--- config.mk ---
export PLATFORM = sky130hd
export DESIGN_NAME = read_data_mux_top
export DESIGN_NICKNAME = d
export VERILOG_FILES = /design/src/verilog/read_data_mux_pkg.sv /design/src/verilog/line_sequencer.sv /design/src/verilog/channel_slot.sv /design/src/verilog/output_mux.sv /design/src/verilog/read_data_mux_top.sv
export VERILOG_INCLUDE_DIRS = /design/src /design/src/verilog
export SDC_FILE = /design/constraint.sdc
export NUM_CORES = 1
export LEC_CHECK = 0
export BUFFER_PORTS_ARGS = -buffer_cell sky130_fd_sc_hd__clkbuf_2
export CAP_MARGIN = 20
export CORE_AREA = 2 2 256 258
export DETAILED_ROUTE_END_ITERATION = 7
export DIE_AREA = 0 0 258 260
export GPL_ROUTABILITY_DRIVEN = 1
export GPL_TIMING_DRIVEN = 0
export PLACE_DENSITY = 0.41
export SYNTH_ARGS = -nofsm -noshare
export SYNTH_HDL_FRONTEND = slang
export SYNTH_SLANG_ARGS = --single-unit
--- constraint.sdc ---
create_clock -name eim_clk -period 3.75 [get_ports eim_clk]
set_input_delay 0.375 -clock eim_clk [delete_from_list [all_inputs] [get_ports eim_clk]]
set_output_delay 0.375 -clock eim_clk [all_outputs]
set_load 0.01 [all_outputs]
--- src/verilog/read_data_mux_settings.svh ---
`ifndef READ_DATA_MUX_SETTINGS_SVH
`define READ_DATA_MUX_SETTINGS_SVH

// ------------------------------
// readout geometry
// ------------------------------

// roic channel memories read per line
`define RDM_NUM_CH 12
// words taken from each channel per line
`define RDM_WORDS_PER_CH 128

// ------------------------------
// sync hold lengths
// ------------------------------

// line sync stays up this long after the last word
`define RDM_HSYNC_HOLD 6
// frame sync stays up this long after the last line
`define RDM_VSYNC_HOLD 16

// ------------------------------
// latencies
// ------------------------------

// request to data at the memory outputs
`define RDM_MEM_LATENCY 2
// sampled FSM_read_index rise to read_frame_reset
`define RDM_FRAME_RESET_DELAY 5

`endif

--- src/verilog/read_data_mux_pkg.sv ---
package read_data_mux_pkg;

    // ------------------------------
    // data path types
    // ------------------------------

    // one 24-bit roic word, used for both the a and b halves
    typedef logic [23:0] roic_word_t;

    // one-hot channel select, one bit per roic channel memory
    // width follows the channel count of the readout
    typedef logic [11:0] ch_sel_t;

    // ------------------------------
    // counter types
    // ------------------------------

    // word index inside one channel
    // 128 words per channel, wraps back to zero after the last one
    typedef logic [6:0] word_cnt_t;

    // line index inside one frame
    // compared against the low bits of dsp_image_height
    typedef logic [11:0] line_cnt_t;

endpackage

--- src/verilog/line_sequencer.sv ---
`timescale 1ns/1ps
`include "read_data_mux_settings.svh"

module line_sequencer
    import read_data_mux_pkg::*;
(
    input  logic        eim_clk,
    input  logic        rst_n_eim,
    input  logic        FSM_read_index,
    input  logic        FSM_aed_read_index,
    input  logic        read_data_start,
    input  logic [15:0] dsp_image_height,
    input  logic        read_axis_tready,
    input  logic        valid_read_mem,
    input  logic        csi_done,
    input  logic        line_done,
    output logic        frame_clear,
    output logic        line_start,
    output logic        word_strobe,
    output logic        frame_first,
    output logic        read_frame_reset
);

    localparam int HCNT_W = $clog2(`RDM_HSYNC_HOLD + 1);
    localparam int VCNT_W = $clog2(`RDM_VSYNC_HOLD + 1);
    localparam int OPEN_W = `RDM_FRAME_RESET_DELAY;

    logic [1:0]        read_index_d;
    logic [OPEN_W-1:0] open_sr;
    logic              hsync;
    logic [HCNT_W-1:0] hold_cnt;
    logic              hsync_drop;
    logic              vsync;
    logic [VCNT_W-1:0] vhold_cnt;
    line_cnt_t         line_cnt;
    line_cnt_t         line_next;
    logic              accept;

    // ------------------------------
    // frame open
    // ------------------------------

    // rise of the sampled read index, skipped during aed reads
    assign frame_clear = read_index_d[0] & ~read_index_d[1] & ~FSM_aed_read_index;

    // frame reset comes out of the end of the open chain
    assign read_frame_reset = open_sr[OPEN_W-1];

    always_ff @(posedge eim_clk or negedge rst_n_eim) begin
        if (!rst_n_eim) begin
            read_index_d <= '0;
            open_sr      <= '0;
        end else begin
            read_index_d <= {read_index_d[0], FSM_read_index};
            // one stage per cycle of frame reset delay
            open_sr      <= {open_sr[OPEN_W-2:0], frame_clear};
        end
    end

    // ------------------------------
    // line sync
    // ------------------------------

    // new line only inside an open frame, between lines, before the tail hold
    assign accept     = read_data_start & vsync & ~hsync & (vhold_cnt == '0);
    assign hsync_drop = (hold_cnt == HCNT_W'(1));

    always_ff @(posedge eim_clk or negedge rst_n_eim) begin
        if (!rst_n_eim) begin
            hsync      <= 1'b0;
            hold_cnt   <= '0;
            line_start <= 1'b0;
        end else begin
            line_start <= accept & ~frame_clear;
            if (frame_clear) begin
                hsync    <= 1'b0;
                hold_cnt <= '0;
            end else if (accept) begin
                hsync <= 1'b1;
            end else if (line_done && hsync) begin
                // last word requested, count down the tail
                hold_cnt <= HCNT_W'(`RDM_HSYNC_HOLD - 1);
            end else if (hsync_drop) begin
                hsync    <= 1'b0;
                hold_cnt <= '0;
            end else if (hold_cnt != '0) begin
                hold_cnt <= hold_cnt - 1'b1;
            end
        end
    end

    // requests only while every upstream/downstream party is ready
    assign word_strobe = hsync & read_axis_tready & valid_read_mem & csi_done;

    // ------------------------------
    // line count and frame sync
    // ------------------------------

    assign line_next = line_cnt + 1'b1;

    always_ff @(posedge eim_clk or negedge rst_n_eim) begin
        if (!rst_n_eim) begin
            vsync     <= 1'b0;
            vhold_cnt <= '0;
            line_cnt  <= '0;
        end else if (frame_clear) begin
            vsync     <= 1'b1;
            vhold_cnt <= '0;
            line_cnt  <= '0;
        end else if (hsync_drop) begin
            line_cnt <= line_next;
            // frame full, start the frame sync tail
            if (16'(line_next) == dsp_image_height) begin
                vhold_cnt <= VCNT_W'(`RDM_VSYNC_HOLD);
            end
        end else if (vhold_cnt == VCNT_W'(1)) begin
            vsync     <= 1'b0;
            vhold_cnt <= '0;
        end else if (vhold_cnt != '0) begin
            vhold_cnt <= vhold_cnt - 1'b1;
        end
    end

    // marks requests of the first line of a frame
    always_ff @(posedge eim_clk or negedge rst_n_eim) begin
        if (!rst_n_eim) begin
            frame_first <= 1'b0;
        end else if (frame_clear) begin
            frame_first <= 1'b1;
        end else if (line_done) begin
            frame_first <= 1'b0;
        end
    end

endmodule

--- src/verilog/channel_slot.sv ---
`timescale 1ns/1ps
`include "read_data_mux_settings.svh"

module channel_slot
    import read_data_mux_pkg::*;
(
    input  logic eim_clk,
    input  logic rst_n_eim,
    input  logic frame_clear,
    input  logic start,
    input  logic word_strobe,
    output logic req,
    output logic done
);

    localparam word_cnt_t LAST_WORD = word_cnt_t'(`RDM_WORDS_PER_CH - 1);

    logic      active;
    word_cnt_t word_cnt;

    // ------------------------------
    // request and hand-off
    // ------------------------------

    // request in the same cycle as the strobe
    assign req = active & word_strobe;

    // last word of this channel, next slot takes over
    assign done = req & (word_cnt == LAST_WORD);

    // ------------------------------
    // active flag and word counter
    // ------------------------------

    always_ff @(posedge eim_clk or negedge rst_n_eim) begin
        if (!rst_n_eim) begin
            active <= 1'b0;
        end else if (frame_clear) begin
            active <= 1'b0;
        end else if (done) begin
            active <= 1'b0;
        end else if (start) begin
            active <= 1'b1;
        end
    end

    // holds under back-pressure, wraps to zero after the last word
    always_ff @(posedge eim_clk or negedge rst_n_eim) begin
        if (!rst_n_eim) begin
            word_cnt <= '0;
        end else if (frame_clear) begin
            word_cnt <= '0;
        end else if (req) begin
            word_cnt <= word_cnt + 1'b1;
        end
    end

endmodule

--- src/verilog/output_mux.sv ---
`timescale 1ns/1ps
`include "read_data_mux_settings.svh"

module output_mux
    import read_data_mux_pkg::*;
(
    input  logic       eim_clk,
    input  logic       rst_n_eim,
    input  logic       frame_clear,
    input  ch_sel_t    req,
    input  logic       line_last,
    input  logic       frame_first,
    input  roic_word_t roic_read_data_a [`RDM_NUM_CH],
    input  roic_word_t roic_read_data_b [`RDM_NUM_CH],
    output roic_word_t read_data_out_a,
    output roic_word_t read_data_out_b,
    output logic       read_data_valid,
    output logic       read_axis_tlast,
    output logic       read_frame_start
);

    localparam int LAT = `RDM_MEM_LATENCY;

    ch_sel_t          sel_pipe [LAT];
    logic [LAT-1:0]   last_pipe;
    logic [LAT-1:0]   first_pipe;
    ch_sel_t          sel_now;
    roic_word_t       mux_a;
    roic_word_t       mux_b;
    logic             start_sent;

    // ------------------------------
    // request delay
    // ------------------------------

    always_ff @(posedge eim_clk or negedge rst_n_eim) begin
        if (!rst_n_eim) begin
            for (int k = 0; k < LAT; k++) begin
                sel_pipe[k] <= '0;
            end
            last_pipe  <= '0;
            first_pipe <= '0;
        end else if (frame_clear) begin
            for (int k = 0; k < LAT; k++) begin
                sel_pipe[k] <= '0;
            end
            last_pipe  <= '0;
            first_pipe <= '0;
        end else begin
            sel_pipe[0] <= req;
            for (int k = 1; k < LAT; k++) begin
                sel_pipe[k] <= sel_pipe[k-1];
            end
            // flags ride along with the select
            last_pipe  <= {last_pipe[LAT-2:0], line_last};
            first_pipe <= {first_pipe[LAT-2:0], frame_first & (|req)};
        end
    end

    // select lines up with the memory data here
    assign sel_now = sel_pipe[LAT-1];

    // one-hot or-mux, zero when nothing selected
    always_comb begin
        mux_a = '0;
        mux_b = '0;
        for (int k = 0; k < `RDM_NUM_CH; k++) begin
            if (sel_now[k]) begin
                mux_a = mux_a | roic_read_data_a[k];
                mux_b = mux_b | roic_read_data_b[k];
            end
        end
    end

    // ------------------------------
    // output stage
    // ------------------------------

    always_ff @(posedge eim_clk or negedge rst_n_eim) begin
        if (!rst_n_eim) begin
            read_data_out_a  <= '0;
            read_data_out_b  <= '0;
            read_data_valid  <= 1'b0;
            read_axis_tlast  <= 1'b0;
            read_frame_start <= 1'b0;
            start_sent       <= 1'b0;
        end else if (frame_clear) begin
            read_data_out_a  <= '0;
            read_data_out_b  <= '0;
            read_data_valid  <= 1'b0;
            read_axis_tlast  <= 1'b0;
            read_frame_start <= 1'b0;
            start_sent       <= 1'b0;
        end else begin
            read_data_out_a  <= mux_a;
            read_data_out_b  <= mux_b;
            read_data_valid  <= |sel_now;
            read_axis_tlast  <= last_pipe[LAT-1];
            // only the first word of the frame carries frame start
            read_frame_start <= first_pipe[LAT-1] & ~start_sent;
            if (first_pipe[LAT-1]) begin
                start_sent <= 1'b1;
            end
        end
    end

endmodule

--- src/verilog/read_data_mux_top.sv ---
`timescale 1ns/1ps
`include "read_data_mux_settings.svh"

module read_data_mux_top
    import read_data_mux_pkg::*;
(
    input  logic        eim_clk,
    input  logic        rst_n_eim,
    input  logic        csi_done,
    input  logic [15:0] dsp_image_height,
    input  logic        FSM_aed_read_index,
    input  logic        FSM_read_index,
    input  logic        read_data_start,
    input  roic_word_t  roic_read_data_a [`RDM_NUM_CH],
    input  roic_word_t  roic_read_data_b [`RDM_NUM_CH],
    input  logic        valid_read_mem,
    input  logic        read_axis_tready,
    output logic        read_axis_tlast,
    output logic        read_data_valid,
    output roic_word_t  read_data_out_a,
    output roic_word_t  read_data_out_b,
    output logic        read_frame_start,
    output logic        read_frame_reset,
    output ch_sel_t     data_read_req
);

    logic    frame_clear;
    logic    line_start;
    logic    word_strobe;
    logic    frame_first;
    ch_sel_t slot_start;
    ch_sel_t slot_done;

    // ------------------------------
    // frame and line control
    // ------------------------------

    line_sequencer i_line_sequencer (
        .eim_clk            (eim_clk),
        .rst_n_eim          (rst_n_eim),
        .FSM_read_index     (FSM_read_index),
        .FSM_aed_read_index (FSM_aed_read_index),
        .read_data_start    (read_data_start),
        .dsp_image_height   (dsp_image_height),
        .read_axis_tready   (read_axis_tready),
        .valid_read_mem     (valid_read_mem),
        .csi_done           (csi_done),
        .line_done          (slot_done[`RDM_NUM_CH-1]),
        .frame_clear        (frame_clear),
        .line_start         (line_start),
        .word_strobe        (word_strobe),
        .frame_first        (frame_first),
        .read_frame_reset   (read_frame_reset)
    );

    // ------------------------------
    // channel slots
    // ------------------------------

    // slot 0 opens the line, each later slot starts on the previous hand-off
    assign slot_start = {slot_done[`RDM_NUM_CH-2:0], line_start};

    for (genvar i = 0; i < `RDM_NUM_CH; i++) begin : gen_slot
        channel_slot i_channel_slot (
            .eim_clk     (eim_clk),
            .rst_n_eim   (rst_n_eim),
            .frame_clear (frame_clear),
            .start       (slot_start[i]),
            .word_strobe (word_strobe),
            .req         (data_read_req[i]),
            .done        (slot_done[i])
        );
    end

    // ------------------------------
    // data select and output
    // ------------------------------

    output_mux i_output_mux (
        .eim_clk          (eim_clk),
        .rst_n_eim        (rst_n_eim),
        .frame_clear      (frame_clear),
        .req              (data_read_req),
        .line_last        (slot_done[`RDM_NUM_CH-1]),
        .frame_first      (frame_first),
        .roic_read_data_a (roic_read_data_a),
        .roic_read_data_b (roic_read_data_b),
        .read_data_out_a  (read_data_out_a),
        .read_data_out_b  (read_data_out_b),
        .read_data_valid  (read_data_valid),
        .read_axis_tlast  (read_axis_tlast),
        .read_frame_start (read_frame_start)
    );

endmodule

==> results.md, run 1 <==
Status:
- The flow ran to the end, and the final reports show no timing, DRC or antenna violations.

Finish:
- Leaving out fill and tap cells, the most frequent cells in the layout are sky130_fd_sc_hd__clkbuf_2 (662), sky130_fd_sc_hd__dfrtp_1 (207), sky130_fd_sc_hd__a22oi_1 (192).
- After the last flow step, the layout net total stands at 2543.
- Once layout is complete, the utilization of the core stands at 0.274.
- The relative area change from synthesis to final layout is 48.4%.
- Of the cells placed in the final design, the portion with a size suffix greater than 1 is 0.400.
- Leaving out fill and tap cells, the most frequent cell in the layout is sky130_fd_sc_hd__clkbuf_2.
- The finished layout holds 2840 standard cells, fillers aside.

Timing:
- The final critical-path share of the clock period is 0.892.
- The setup slack of the critical path after layout is 0.404 ns.
- Clock skew on the completed layout was measured at 0.0320 ns.
- The number of max-slew violations in the final report came to 0.
- The worst relative slew slack is 0.159.
- At the pin with the least slew margin, the transition time is 1.26 ns.
- Setup violations remaining at the end of the flow were counted as 0.
- The minimum clock period after layout is 3.35 ns.
- The final hold violation count is 0.
- Timing would allow up to 299 MHz.
- Setup repair after global routing left no endpoint under its margin.
- On the final layout, the worst hold slack is 0.0535 ns.

Placement:
- The number of placed instances, taps included, is 2748.
- The placer's final routability congestion estimate is 1.01.
- Prior to clock tree synthesis, the placed netlist has a worst setup slack of 0.487 ns.
- The detailed-placement wirelength estimate is 87000 um.
- The count of port buffers added during placement is 663.

Clock network:
- The cell sitting at the root of the clock tree is a sky130_fd_sc_hd__clkbuf_16.
- The maximum root-to-sink buffer count is 3.
- CTS built an H-tree with a depth of 1.
- Clock-pin slew was measured on the worst setup and hold paths at 0.06 ns.
- The TritonCTS clock tree is yes.
- The clock insertion delay at the later pin of the skew report is 0.60 ns.
- TritonCTS created 28 clock buffers.
- The count of clock tree sinks is 207.

Synth:
- The share of the Yosys chip area taken by registers is 0.438.
- Counting every net in the synthesized netlist gives 1834.
- After synthesis, the cell types taking the most area are sky130_fd_sc_hd__dfrtp_1 (44%), sky130_fd_sc_hd__a22oi_1 (12%), sky130_fd_sc_hd__nor2_1 (3.6%).
- The largest area contributor in the synthesized netlist is sky130_fd_sc_hd__dfrtp_1.
- The number of warnings reported in the yosys synthesis log is 0.
- Yosys mapped a number of flops with a built-in enable equal to 0.
- The number of standard cells after synthesis is 1216.
- In this run, distinct cell masters in the synthesized netlist total 68.
- After synthesis, the share of flip-flops with an asynchronous set or reset is 1.00.
- The synthesized netlist occupies a cell area of 11800 um^2.
- The main flop type after synthesis is sky130_fd_sc_hd__dfrtp_1.
- The synthesis-stage register bit count is 207.
- The share of Yosys cell area claimed by the top area cell type is 0.438.
- A synthesized cell averages 9.72 um^2.

Critical path:
- The arrival time reported for the critical path endpoint is 3.77 ns.
- STA classifies the critical path startpoint as a flop.
- The cell at the slowest stage of the critical path is sky130_fd_sc_hd__clkbuf_1.
- The largest single stage delay on the critical path is 0.94 ns.
- The element type at the critical path end is a flop.
- Traced cell by cell, the critical path runs through clkbuf_1, buf_1, a22oi_1, and3_1, a31oi_1.
- The required time of the worst setup path is 4.18 ns.
- In this run the worst path has a maximum fanout of 10.
- The worst setup path is of the flop to flop kind.

Power and ir drop:
- The cell leakage power is 0.00821 uW.
- The cell area power density is 358 nW/um^2.
- VDD sags by at most 0.313 mV.

GRT:
- The largest net degree at the start of global routing is 103.
- The via count of the first global-routing pass is 14220.
- The number of antenna violations at the first check in global routing came to 89.
- For this run, the total global-route usage over all layers was measured as 0.294.
- The total overflow reported by the global router is 0.
- The first global-routing pass estimated 132000 um of wire.

Route:
- For this run, design rule violations remaining after detail routing come to 0.
- Once detail routing completed, the nets flagged for antenna violations numbered 0.
- After detailed routing, the average wire length per cell comes to 35.9 um.
- In the routed layout, each cell is associated on average with a via count of 5.10.
- The DRC violation total after the first TritonRoute iteration is 1359.
- For this block, the routed nets add up to 102000 um of wire.
- For this block, the via count after detailed routing is 14477.
- The first detailed-routing pass took 5 iterations.

Floorplanning:
- The die area is 67100 um^2.
- The die width is 258 um.
- During I/O placement, the number of pins put on the boundary was 664.
- For this configuration, the core starts out at a cell density of 0.184.
- The die outline height is 260 um.
- After floorplanning, the core was sized to cover 64100 um^2.
- The floorplan has 93 rows.

Worst hold path:
- The kind of path behind the tightest hold check is input port to flop.

Run:
- The number of max-cap violations is 0.
-- timing repair --
item | 4_1_cts | 5_1_grt
endpoints found under the hold margin | 43 | 0
resized for setup | 0 | 0
hold buffers | 2 | 0
buffers inserted | 0 | 0
-- layer usage --
metal	GRT usage	up-vias	routed length, um
met2	0.474	837	46600
met5	0	-	397
li1	-	6138	-
met4	0.154	60	6320
met3	0.129	254	11400
met1	0.326	7188	37300
-- logic make-up after synthesis --
family	synth area share
AOI/OAI and AO/OA	0.267
xor gates and xnor gates	0.0630
adders and majority gates	0.0190
buffers and inverters	0.0477
DFF	0.438
muxes	0.00952
and+or+nand+nor	0.156
-- flip-flops by register name (all words and copies together), names as in the netlist --
name	flops
gen_slot.i_channel_slot.word_cnt	84
i_output_mux.read_data_out_a	24
i_output_mux.read_data_out_b	24
gen_slot.i_channel_slot.active	12
i_line_sequencer.line_cnt	12
i_output_mux.sel_now	12
i_output_mux.sel_pipe	12
i_line_sequencer.open_sr	5
i_line_sequencer.vhold_cnt	5
i_line_sequencer.hold_cnt	3
i_line_sequencer.read_index_d	2
i_output_mux.first_pipe	2
i_output_mux.last_pipe	2
i_line_sequencer.frame_first	1
i_line_sequencer.hsync	1
i_line_sequencer.line_start	1
i_line_sequencer.vsync	1
i_output_mux.read_axis_tlast	1
i_output_mux.read_data_valid	1
i_output_mux.read_frame_start	1
i_output_mux.start_sent	1
-- power breakdown --
part	switching (uW)	leakage (uW)	total (uW)	internal (uW)
logic	556	0.00487	1030	475
registers	70.8	0.00286	2380	2310
clock network	1160	0.000478	2870	1710
-- critical path, delay by kind of cell, from the launching register on --
kind            cells  cell delay [ns]
compound gates      2             0.57
buf+inv             2             1.87
simple gates        1             0.28
flops               1             0.46
-- per-stage QoR --
| stage | instance area [um^2] | total power, uW | setup TNS (ns) |
|---|---|---|---|
| detailed placement | 16500 | 3440 | 0 |
| global route | 17500 | 6540 | 0 |
| floorplan | 11800 | 2850 | 0 |
| finish | 17500 | 6280 | 0 |
| global placement | 16200 | 3420 | -483.94 |
| CTS | 17500 | 6330 | 0 |
-- area by class of cell --
class / instances / area (um^2)
multi-input cells: 885 / 6080
diodes: 38 / 95.1
inverters: 11 / 46.3
flip-flops and latches: 207 / 5180
clock buffers: 40 / 806
fillers: 7108 / 46600
plain buffers: 113 / 518
well taps: 855 / 1070
repair buffers: 679 / 3580
clock inverters: 12 / 174
-- path summary, 6_finish.rpt --
path,start,end,slack (ns),cells past startpoint
setup / recovery,i_output_mux.sel_now[1],i_output_mux.read_data_out_b[10],0.40,5
hold / removal,read_data_start,i_line_sequencer.line_start,0.05,3
setup reg to reg,i_output_mux.sel_now[1],i_output_mux.read_data_out_b[10],0.40,5
hold reg to reg,i_line_sequencer.open_sr[0],i_line_sequencer.open_sr[1],0.35,0
max in group asynchronous,rst_n_eim,i_output_mux.read_data_out_b[16],2.26,4
min in group asynchronous,rst_n_eim,i_line_sequencer.line_cnt[5],0.26,2
-- cell usage after synthesis, types with 2 or more instances --
| library cell | number |
|---|---|
| sky130_fd_sc_hd__nand3_1 | 25 |
| sky130_fd_sc_hd__or3b_1 | 2 |
| sky130_fd_sc_hd__or4b_1 | 2 |
| sky130_fd_sc_hd__a311o_1 | 2 |
| sky130_fd_sc_hd__nor2_1 | 113 |
| sky130_fd_sc_hd__o21a_1 | 5 |
| sky130_fd_sc_hd__xnor2_1 | 38 |
| sky130_fd_sc_hd__nand4_1 | 27 |
| sky130_fd_sc_hd__clkinv_1 | 2 |
| sky130_fd_sc_hd__o41ai_1 | 3 |
| sky130_fd_sc_hd__nor2_2 | 2 |
| sky130_fd_sc_hd__mux2i_1 | 9 |
| sky130_fd_sc_hd__nor4_1 | 10 |
| sky130_fd_sc_hd__xor2_1 | 47 |
| sky130_fd_sc_hd__and4_1 | 3 |
| sky130_fd_sc_hd__and3_1 | 63 |
| sky130_fd_sc_hd__buf_6 | 2 |
| sky130_fd_sc_hd__a211oi_1 | 9 |
| sky130_fd_sc_hd__a221oi_1 | 48 |
| sky130_fd_sc_hd__a22oi_1 | 192 |
| sky130_fd_sc_hd__buf_1 | 13 |
| sky130_fd_sc_hd__ha_1 | 18 |
| sky130_fd_sc_hd__nand2b_1 | 3 |
| sky130_fd_sc_hd__inv_1 | 8 |
| sky130_fd_sc_hd__or2_2 | 3 |
| sky130_fd_sc_hd__dfrtp_1 | 207 |
| sky130_fd_sc_hd__buf_4 | 14 |
| sky130_fd_sc_hd__mux2_2 | 2 |
| sky130_fd_sc_hd__a22o_1 | 48 |
| sky130_fd_sc_hd__and2_1 | 25 |
| sky130_fd_sc_hd__clkbuf_1 | 63 |
| sky130_fd_sc_hd__a21oi_1 | 28 |
| sky130_fd_sc_hd__nand2_1 | 45 |
| sky130_fd_sc_hd__buf_2 | 21 |
| sky130_fd_sc_hd__nor3_1 | 8 |
| sky130_fd_sc_hd__or3_1 | 11 |
| sky130_fd_sc_hd__o21ai_0 | 16 |
| sky130_fd_sc_hd__a31oi_1 | 49 |
No activity file was read; power rests on OpenSTA's default activity.
==> run 2: changes to the inputs <==
--- a/config.mk
+++ b/config.mk
@@ -6,14 +6,15 @@
 export SDC_FILE = /design/constraint.sdc
 export NUM_CORES = 1
 export LEC_CHECK = 0
+export ABC_AREA = 1
 export BUFFER_PORTS_ARGS = -buffer_cell sky130_fd_sc_hd__clkbuf_2
 export CAP_MARGIN = 20
-export CORE_AREA = 2 2 256 258
+export CORE_AREA = 2 2 255 257
 export DETAILED_ROUTE_END_ITERATION = 7
-export DIE_AREA = 0 0 258 260
+export DIE_AREA = 0 0 257 259
 export GPL_ROUTABILITY_DRIVEN = 1
 export GPL_TIMING_DRIVEN = 0
-export PLACE_DENSITY = 0.41
+export PLACE_DENSITY = 0.42
 export SYNTH_ARGS = -nofsm -noshare
 export SYNTH_HDL_FRONTEND = slang
 export SYNTH_SLANG_ARGS = --single-unit
==> results.md, run 2 <==
Synth:
- The number of distinct library cell variants in the gate-level netlist after synthesis is 36 (-47%).
- The average footprint of a synthesized cell came to 7.50 um^2 (-23%).
- The number of warnings reported in the yosys synthesis log came to 0 (unchanged).
- The area of the mapped netlist is 12500 um^2 (+5.4%).
- The number of standard cells after synthesis was 1661 (+37%).
- By instance count, the leading cell after synthesis is sky130_fd_sc_hd__nand2_1.
- The adder-cell area share of the yosys netlist came to 0.0181 (-0.000979).
- The share of async-settable or async-resettable flops after synthesis is 1.00 (unchanged).
- The synthesis-stage register bit count was 207 (unchanged).
- The share of Yosys cell area claimed by the top area cell type is 0.416 (-0.0225).
- Sorting the synthesized cells by area gives the leading types as sky130_fd_sc_hd__dfrtp_1 (42%), sky130_fd_sc_hd__nand2_1 (15%), sky130_fd_sc_hd__a221oi_1 (8.4%).
- The parity-gate share of the synthesized area counting xor and xnor cells was 0.0126 (-0.0503).
- The complex-gate fraction of the synthesized area is 0.200 (-0.0670).
- By area, the combinational part of the netlist is dominated by simple AND/OR/NAND/NOR gates.
- The number of enable-type register cells in the synthesized netlist came to 0 (unchanged).
- The share of the yosys chip area belonging to registers is 0.416 (-0.0225).
- The main flop type after synthesis is sky130_fd_sc_hd__dfrtp_1.
- The simple logic cell fraction of the synthesized area is 0.260 (+0.104).
- The number of nets in the synthesized netlist is 2279 (+24%).
- The commonest cells after synthesis are sky130_fd_sc_hd__nand2_1 (492), sky130_fd_sc_hd__inv_1 (211), sky130_fd_sc_hd__dfrtp_1 (207), sky130_fd_sc_hd__a221oi_1 (120), sky130_fd_sc_hd__nor2_1 (105).
- The portion of netlist area occupied by mux cells is 0 (-0.00952).
- The largest total area in the synthesized netlist belongs to sky130_fd_sc_hd__dfrtp_1.

Finish:
- From synthesis to final layout, the design area changed by 45.3%.
- The layout cell share with drive strength beyond 1 is 0.320 (-0.0803).
- The final layout net count came to 2991 (+18%).
- The register name with the most flops is gen_slot.i_channel_slot.word_cnt.
- The largest registers in the layout are gen_slot.i_channel_slot.word_cnt: 84 flops, i_output_mux.read_data_out_a: 24 flops, i_output_mux.read_data_out_b: 24 flops.
- In the layout the commonest cells are sky130_fd_sc_hd__clkbuf_2 (662), sky130_fd_sc_hd__nand2_1 (492), sky130_fd_sc_hd__inv_1 (211).
- The area of all placed cells without fillers is 18100 um^2 (+3.2%).
- The total of fill cells in the finished design is 7150 (+0.59%).
- The library cell used most frequently in the layout, excluding fill and tap cells, is sky130_fd_sc_hd__clkbuf_2.
- The flip-flop count of the largest register after layout is 84 (unchanged).

Clock network:
- The number of clock buffers inserted by TritonCTS came to 28 (unchanged).
- The TritonCTS clock tree is yes.
- The clock-pin slew reported for the worst setup and hold paths after clock tree synthesis is 0.06 ns (about the same).
- The CTS H-tree depth is 1 (unchanged).
- The tree is rooted in a sky130_fd_sc_hd__clkbuf_16.
- The clock insertion delay at the later pin of the skew report is 0.59 ns (about the same).
- The maximum root-to-sink buffer count is 3 (unchanged).
- The count of instances resized after the clock tree is built is 0 (unchanged).
- The count of clock tree sinks was 207 (unchanged).

Timing:
- The achievable frequency is 362 MHz (+21%).
- The setup violation total in the final timing report came to 0 (unchanged).
- The minimum clock period after layout is 2.76 ns (-0.585 ns).
- The final hold violation count is 0 (unchanged).
- The worst relative slew slack is 0.161 (+0.00179).
- The transition time of the tightest slew-check pin is 1.26 ns (-0.00269 ns).
- Setup repair after global routing left no endpoint under its margin.
- The final critical-path share of the clock period is 0.736 (-0.156).
- The worst setup skew after layout came to 0.0267 ns (-0.00526 ns).
- The number of max-slew violations in the final report was 0 (unchanged).

Floorplanning:
- The core outline area is 63900 um^2 (-0.36%).
- The die width was 257 um (-0.39%).
- The I/O pin count came to 664 (unchanged).
- The initial standard-cell utilization of the core is 0.195 (+0.0107).
- The number of standard-cell rows in the floorplan is 93 (unchanged).
- The die outline height came to 259 um (-0.38%).
- The die area is 66600 um^2 (-0.77%).

Critical path:
- The logic depth of the worst register-to-register path is 9 (+4).
- The element type at the critical path end is a flop.
- STA classifies the critical path startpoint as a flop.
- The most critical setup path has its startpoint at i_output_mux.sel_now[8].
- Traced cell by cell, the critical path runs through clkbuf_1, buf_8, clkbuf_1, nand2_1, nand2_1, a221oi_1, nand3_1, nand2_1, inv_1.
- The end of the critical path is i_output_mux.read_data_out_b[13].
- The top fanout value on the critical path is 10 (unchanged).
- The largest stage delay on the critical path is 0.74 ns (-0.20 ns).
- The arrival time reported for the critical path endpoint came to 3.28 ns (-0.49 ns).
- The critical path depth in cells came to 9 (+4).
- The count of buffer and inverter cells on the critical path is 4 (+2).
- The register-to-register setup slack came to 0.99 ns (+0.59 ns).
- The worst setup path is of the flop to flop kind.
- The required time of the worst setup path is 4.27 ns (+0.09 ns).
- Among the stages of the critical path, the cell type that occurs most often is sky130_fd_sc_hd__nand2_1.
- The cell at the slowest stage of the critical path is sky130_fd_sc_hd__clkbuf_1.
- The endpoint identified for the worst register-to-register timing path is i_output_mux.read_data_out_b[13].
- The startpoint of the lowest-slack register-to-register path is i_output_mux.sel_now[8].
- The kind of cell adding the most delay to the critical path is buffers and inverters.

Power and ir drop:
- The power after layout was 6140 uW (-2.3%).
- The cell leakage power is 0.00975 uW (+19%).
- The cell-internal power is 4270 uW (-5.0%).
- The cell area power density is 339 nW/um^2 (-5.3%).
- The peak supply drop is 0.345 mV (+10%).
- The clock network fraction of total power is 0.429 (-0.028).
- The combinational group share of total power is 0.176 (+0.012).
- The net switching share of the total power is 0.304 (+0.0197).
- The sequential share of power is 0.395 (+0.016).
- The net switching power of the design came to 1870 uW (+4.5%).

Status:
- The run finished with clean final reports.

Route:
- The DRC violation total after the first TritonRoute iteration was 1237 (-9.0%).
- The total routed wirelength is 94700 um (-7.2%).
- The detailed-routing iteration count for the pre-antenna-repair pass is 6 (+1).
- The wire length per cell is 29.0 um (-19%).
- The post-detailed-route count of antenna-violating nets is 0 (unchanged).
- The total vias in the final route is 15750 (+8.8%).
- The average vias per placed instance is 4.83 (-5.3%).
- The number of design rule violations left after detail routing was 0 (unchanged).

Run:
- The number of max-cap violations is 0 (unchanged).

GRT:
- The first-pass GRT wire length is 127000 um (-3.7%).
- The largest net degree at the start of global routing was 90 (-13%).
- The total overflow reported by the global router came to 0 (unchanged).
- The number of antenna violations at the first check in global routing is 31 (-65%).
- The via count of the first global-routing pass came to 15484 (+8.9%).
- The aggregate global-route resource usage is 0.273 (-0.0202).

Placement:
- The count of port buffers added during placement is 663 (unchanged).
- The placer's final routability congestion estimate came to 1.02 (+0.50%).
- The detailed-placement wirelength estimate was 77900 um (-10%).
- The placed cell area was 17200 um^2 (+4.4%).

Worst hold path:
- The worst hold path belongs to the class input port to flop.
- In this run the most critical hold path is launched from read_data_start.
[run 2: cell types whose count changed after synthesis, sizes merged, moves of 40 or more]
cell and delta:
a22oi -192, nand3 +73, a221oi +72, o21ai +40, nand2 +450, and3 -59
inv +202
[run 2: final cells by class]
| type | count | area (um^2) | area share |
|---|---|---|---|
| well taps | 855 | 1070 | 0.0591 |
| inverters | 211 | 792 | 0.0437 |
| multi-input cells | 1153 | 6110 | 0.337 |
| plain buffers | 90 | 385 | 0.0213 |
| clock buffers | 44 | 821 | 0.0453 |
| diodes | 17 | 42.5 | 0.00235 |
| flip-flops and latches | 207 | 5180 | 0.286 |
| repair buffers | 682 | 3660 | 0.202 |
| clock inverters | 5 | 50.0 | 0.00276 |
[run 2: timing repair]
action	CTS	global route
endpoints found under the hold margin	34	0
hold buffers	2	0
setup buffers	0	0
[run 2: through the flow]
stage	setup WS, ns	instances	utilization	hold slack, ns	setup TNS [ns]
after floorplan	1.99	1661	-	0.0794	0
after global placement	-2.55	3179	0.264	0.335	-523.89
after detailed placement	0.787	3196	0.269	0.318	0
after CTS	0.903	3247	0.283	0.0408	0
after global routing	0.845	3259	0.283	0.0829	0
final	0.989	3264	0.284	0.0765	0
[run 2: how the worst min path moves through the flow]
stage | cells past startpoint | slack, ns | to
detailed placement | 1 | 0.32 | i_line_sequencer.line_cnt[2]
floorplan | 0 | 0.08 | gen_slot[0].i_channel_slot.active
finish | 3 | 0.08 | i_line_sequencer.line_start
CTS | 3 | 0.04 | i_line_sequencer.line_start
global placement | 0 | 0.34 | i_line_sequencer.open_sr[2]
global route | 3 | 0.08 | i_line_sequencer.line_start
[run 2: power by group through the flow]
stage,Sequential (uW),Clock (uW),Combinational [uW]
after detailed placement,2460,0,1080
after CTS,2430,2720,1080
final,2430,2640,1080
after floorplan,2440,0,468
after global placement,2460,0,1060
after global routing,2440,2800,1210
[run 2: logic make-up (layout without fill, tap and decap cells)]
kind of cell | Yosys count | count (layout)
DFF | 207 | 207
buffers and inverters | 301 | 1032
and+or+nand+nor | 776 | 776
adders and majority gates | 18 | 18
other | 0 | 17
xor gates and xnor gates | 18 | 18
AOI/OAI and AO/OA | 341 | 341
[run 2: metal layers]
layer / routed length (um) / global-route usage / up-vias / part of all wire
met5: 54 / 0 / - / 0.00057
met2: 43700 / 0.445 / 768 / 0.46
met3: 6350 / 0.0468 / 108 / 0.067
met1: 42200 / 0.375 / 7770 / 0.45
met4: 2350 / 0.0662 / 8 / 0.025
li1: - / - / 7096 / -
[run 2: worst reg2reg max path, cell delays in order, from the launching register on]
cell	delay, ns
sky130_fd_sc_hd__dfrtp_1	0.38
sky130_fd_sc_hd__clkbuf_1	0.55
sky130_fd_sc_hd__buf_8	0.24
sky130_fd_sc_hd__clkbuf_1	0.75
sky130_fd_sc_hd__nand2_1	0.28
sky130_fd_sc_hd__nand2_1	0.14
sky130_fd_sc_hd__a221oi_1	0.06
sky130_fd_sc_hd__nand3_1	0.15
sky130_fd_sc_hd__nand2_1	0.06
sky130_fd_sc_hd__inv_1	0.08
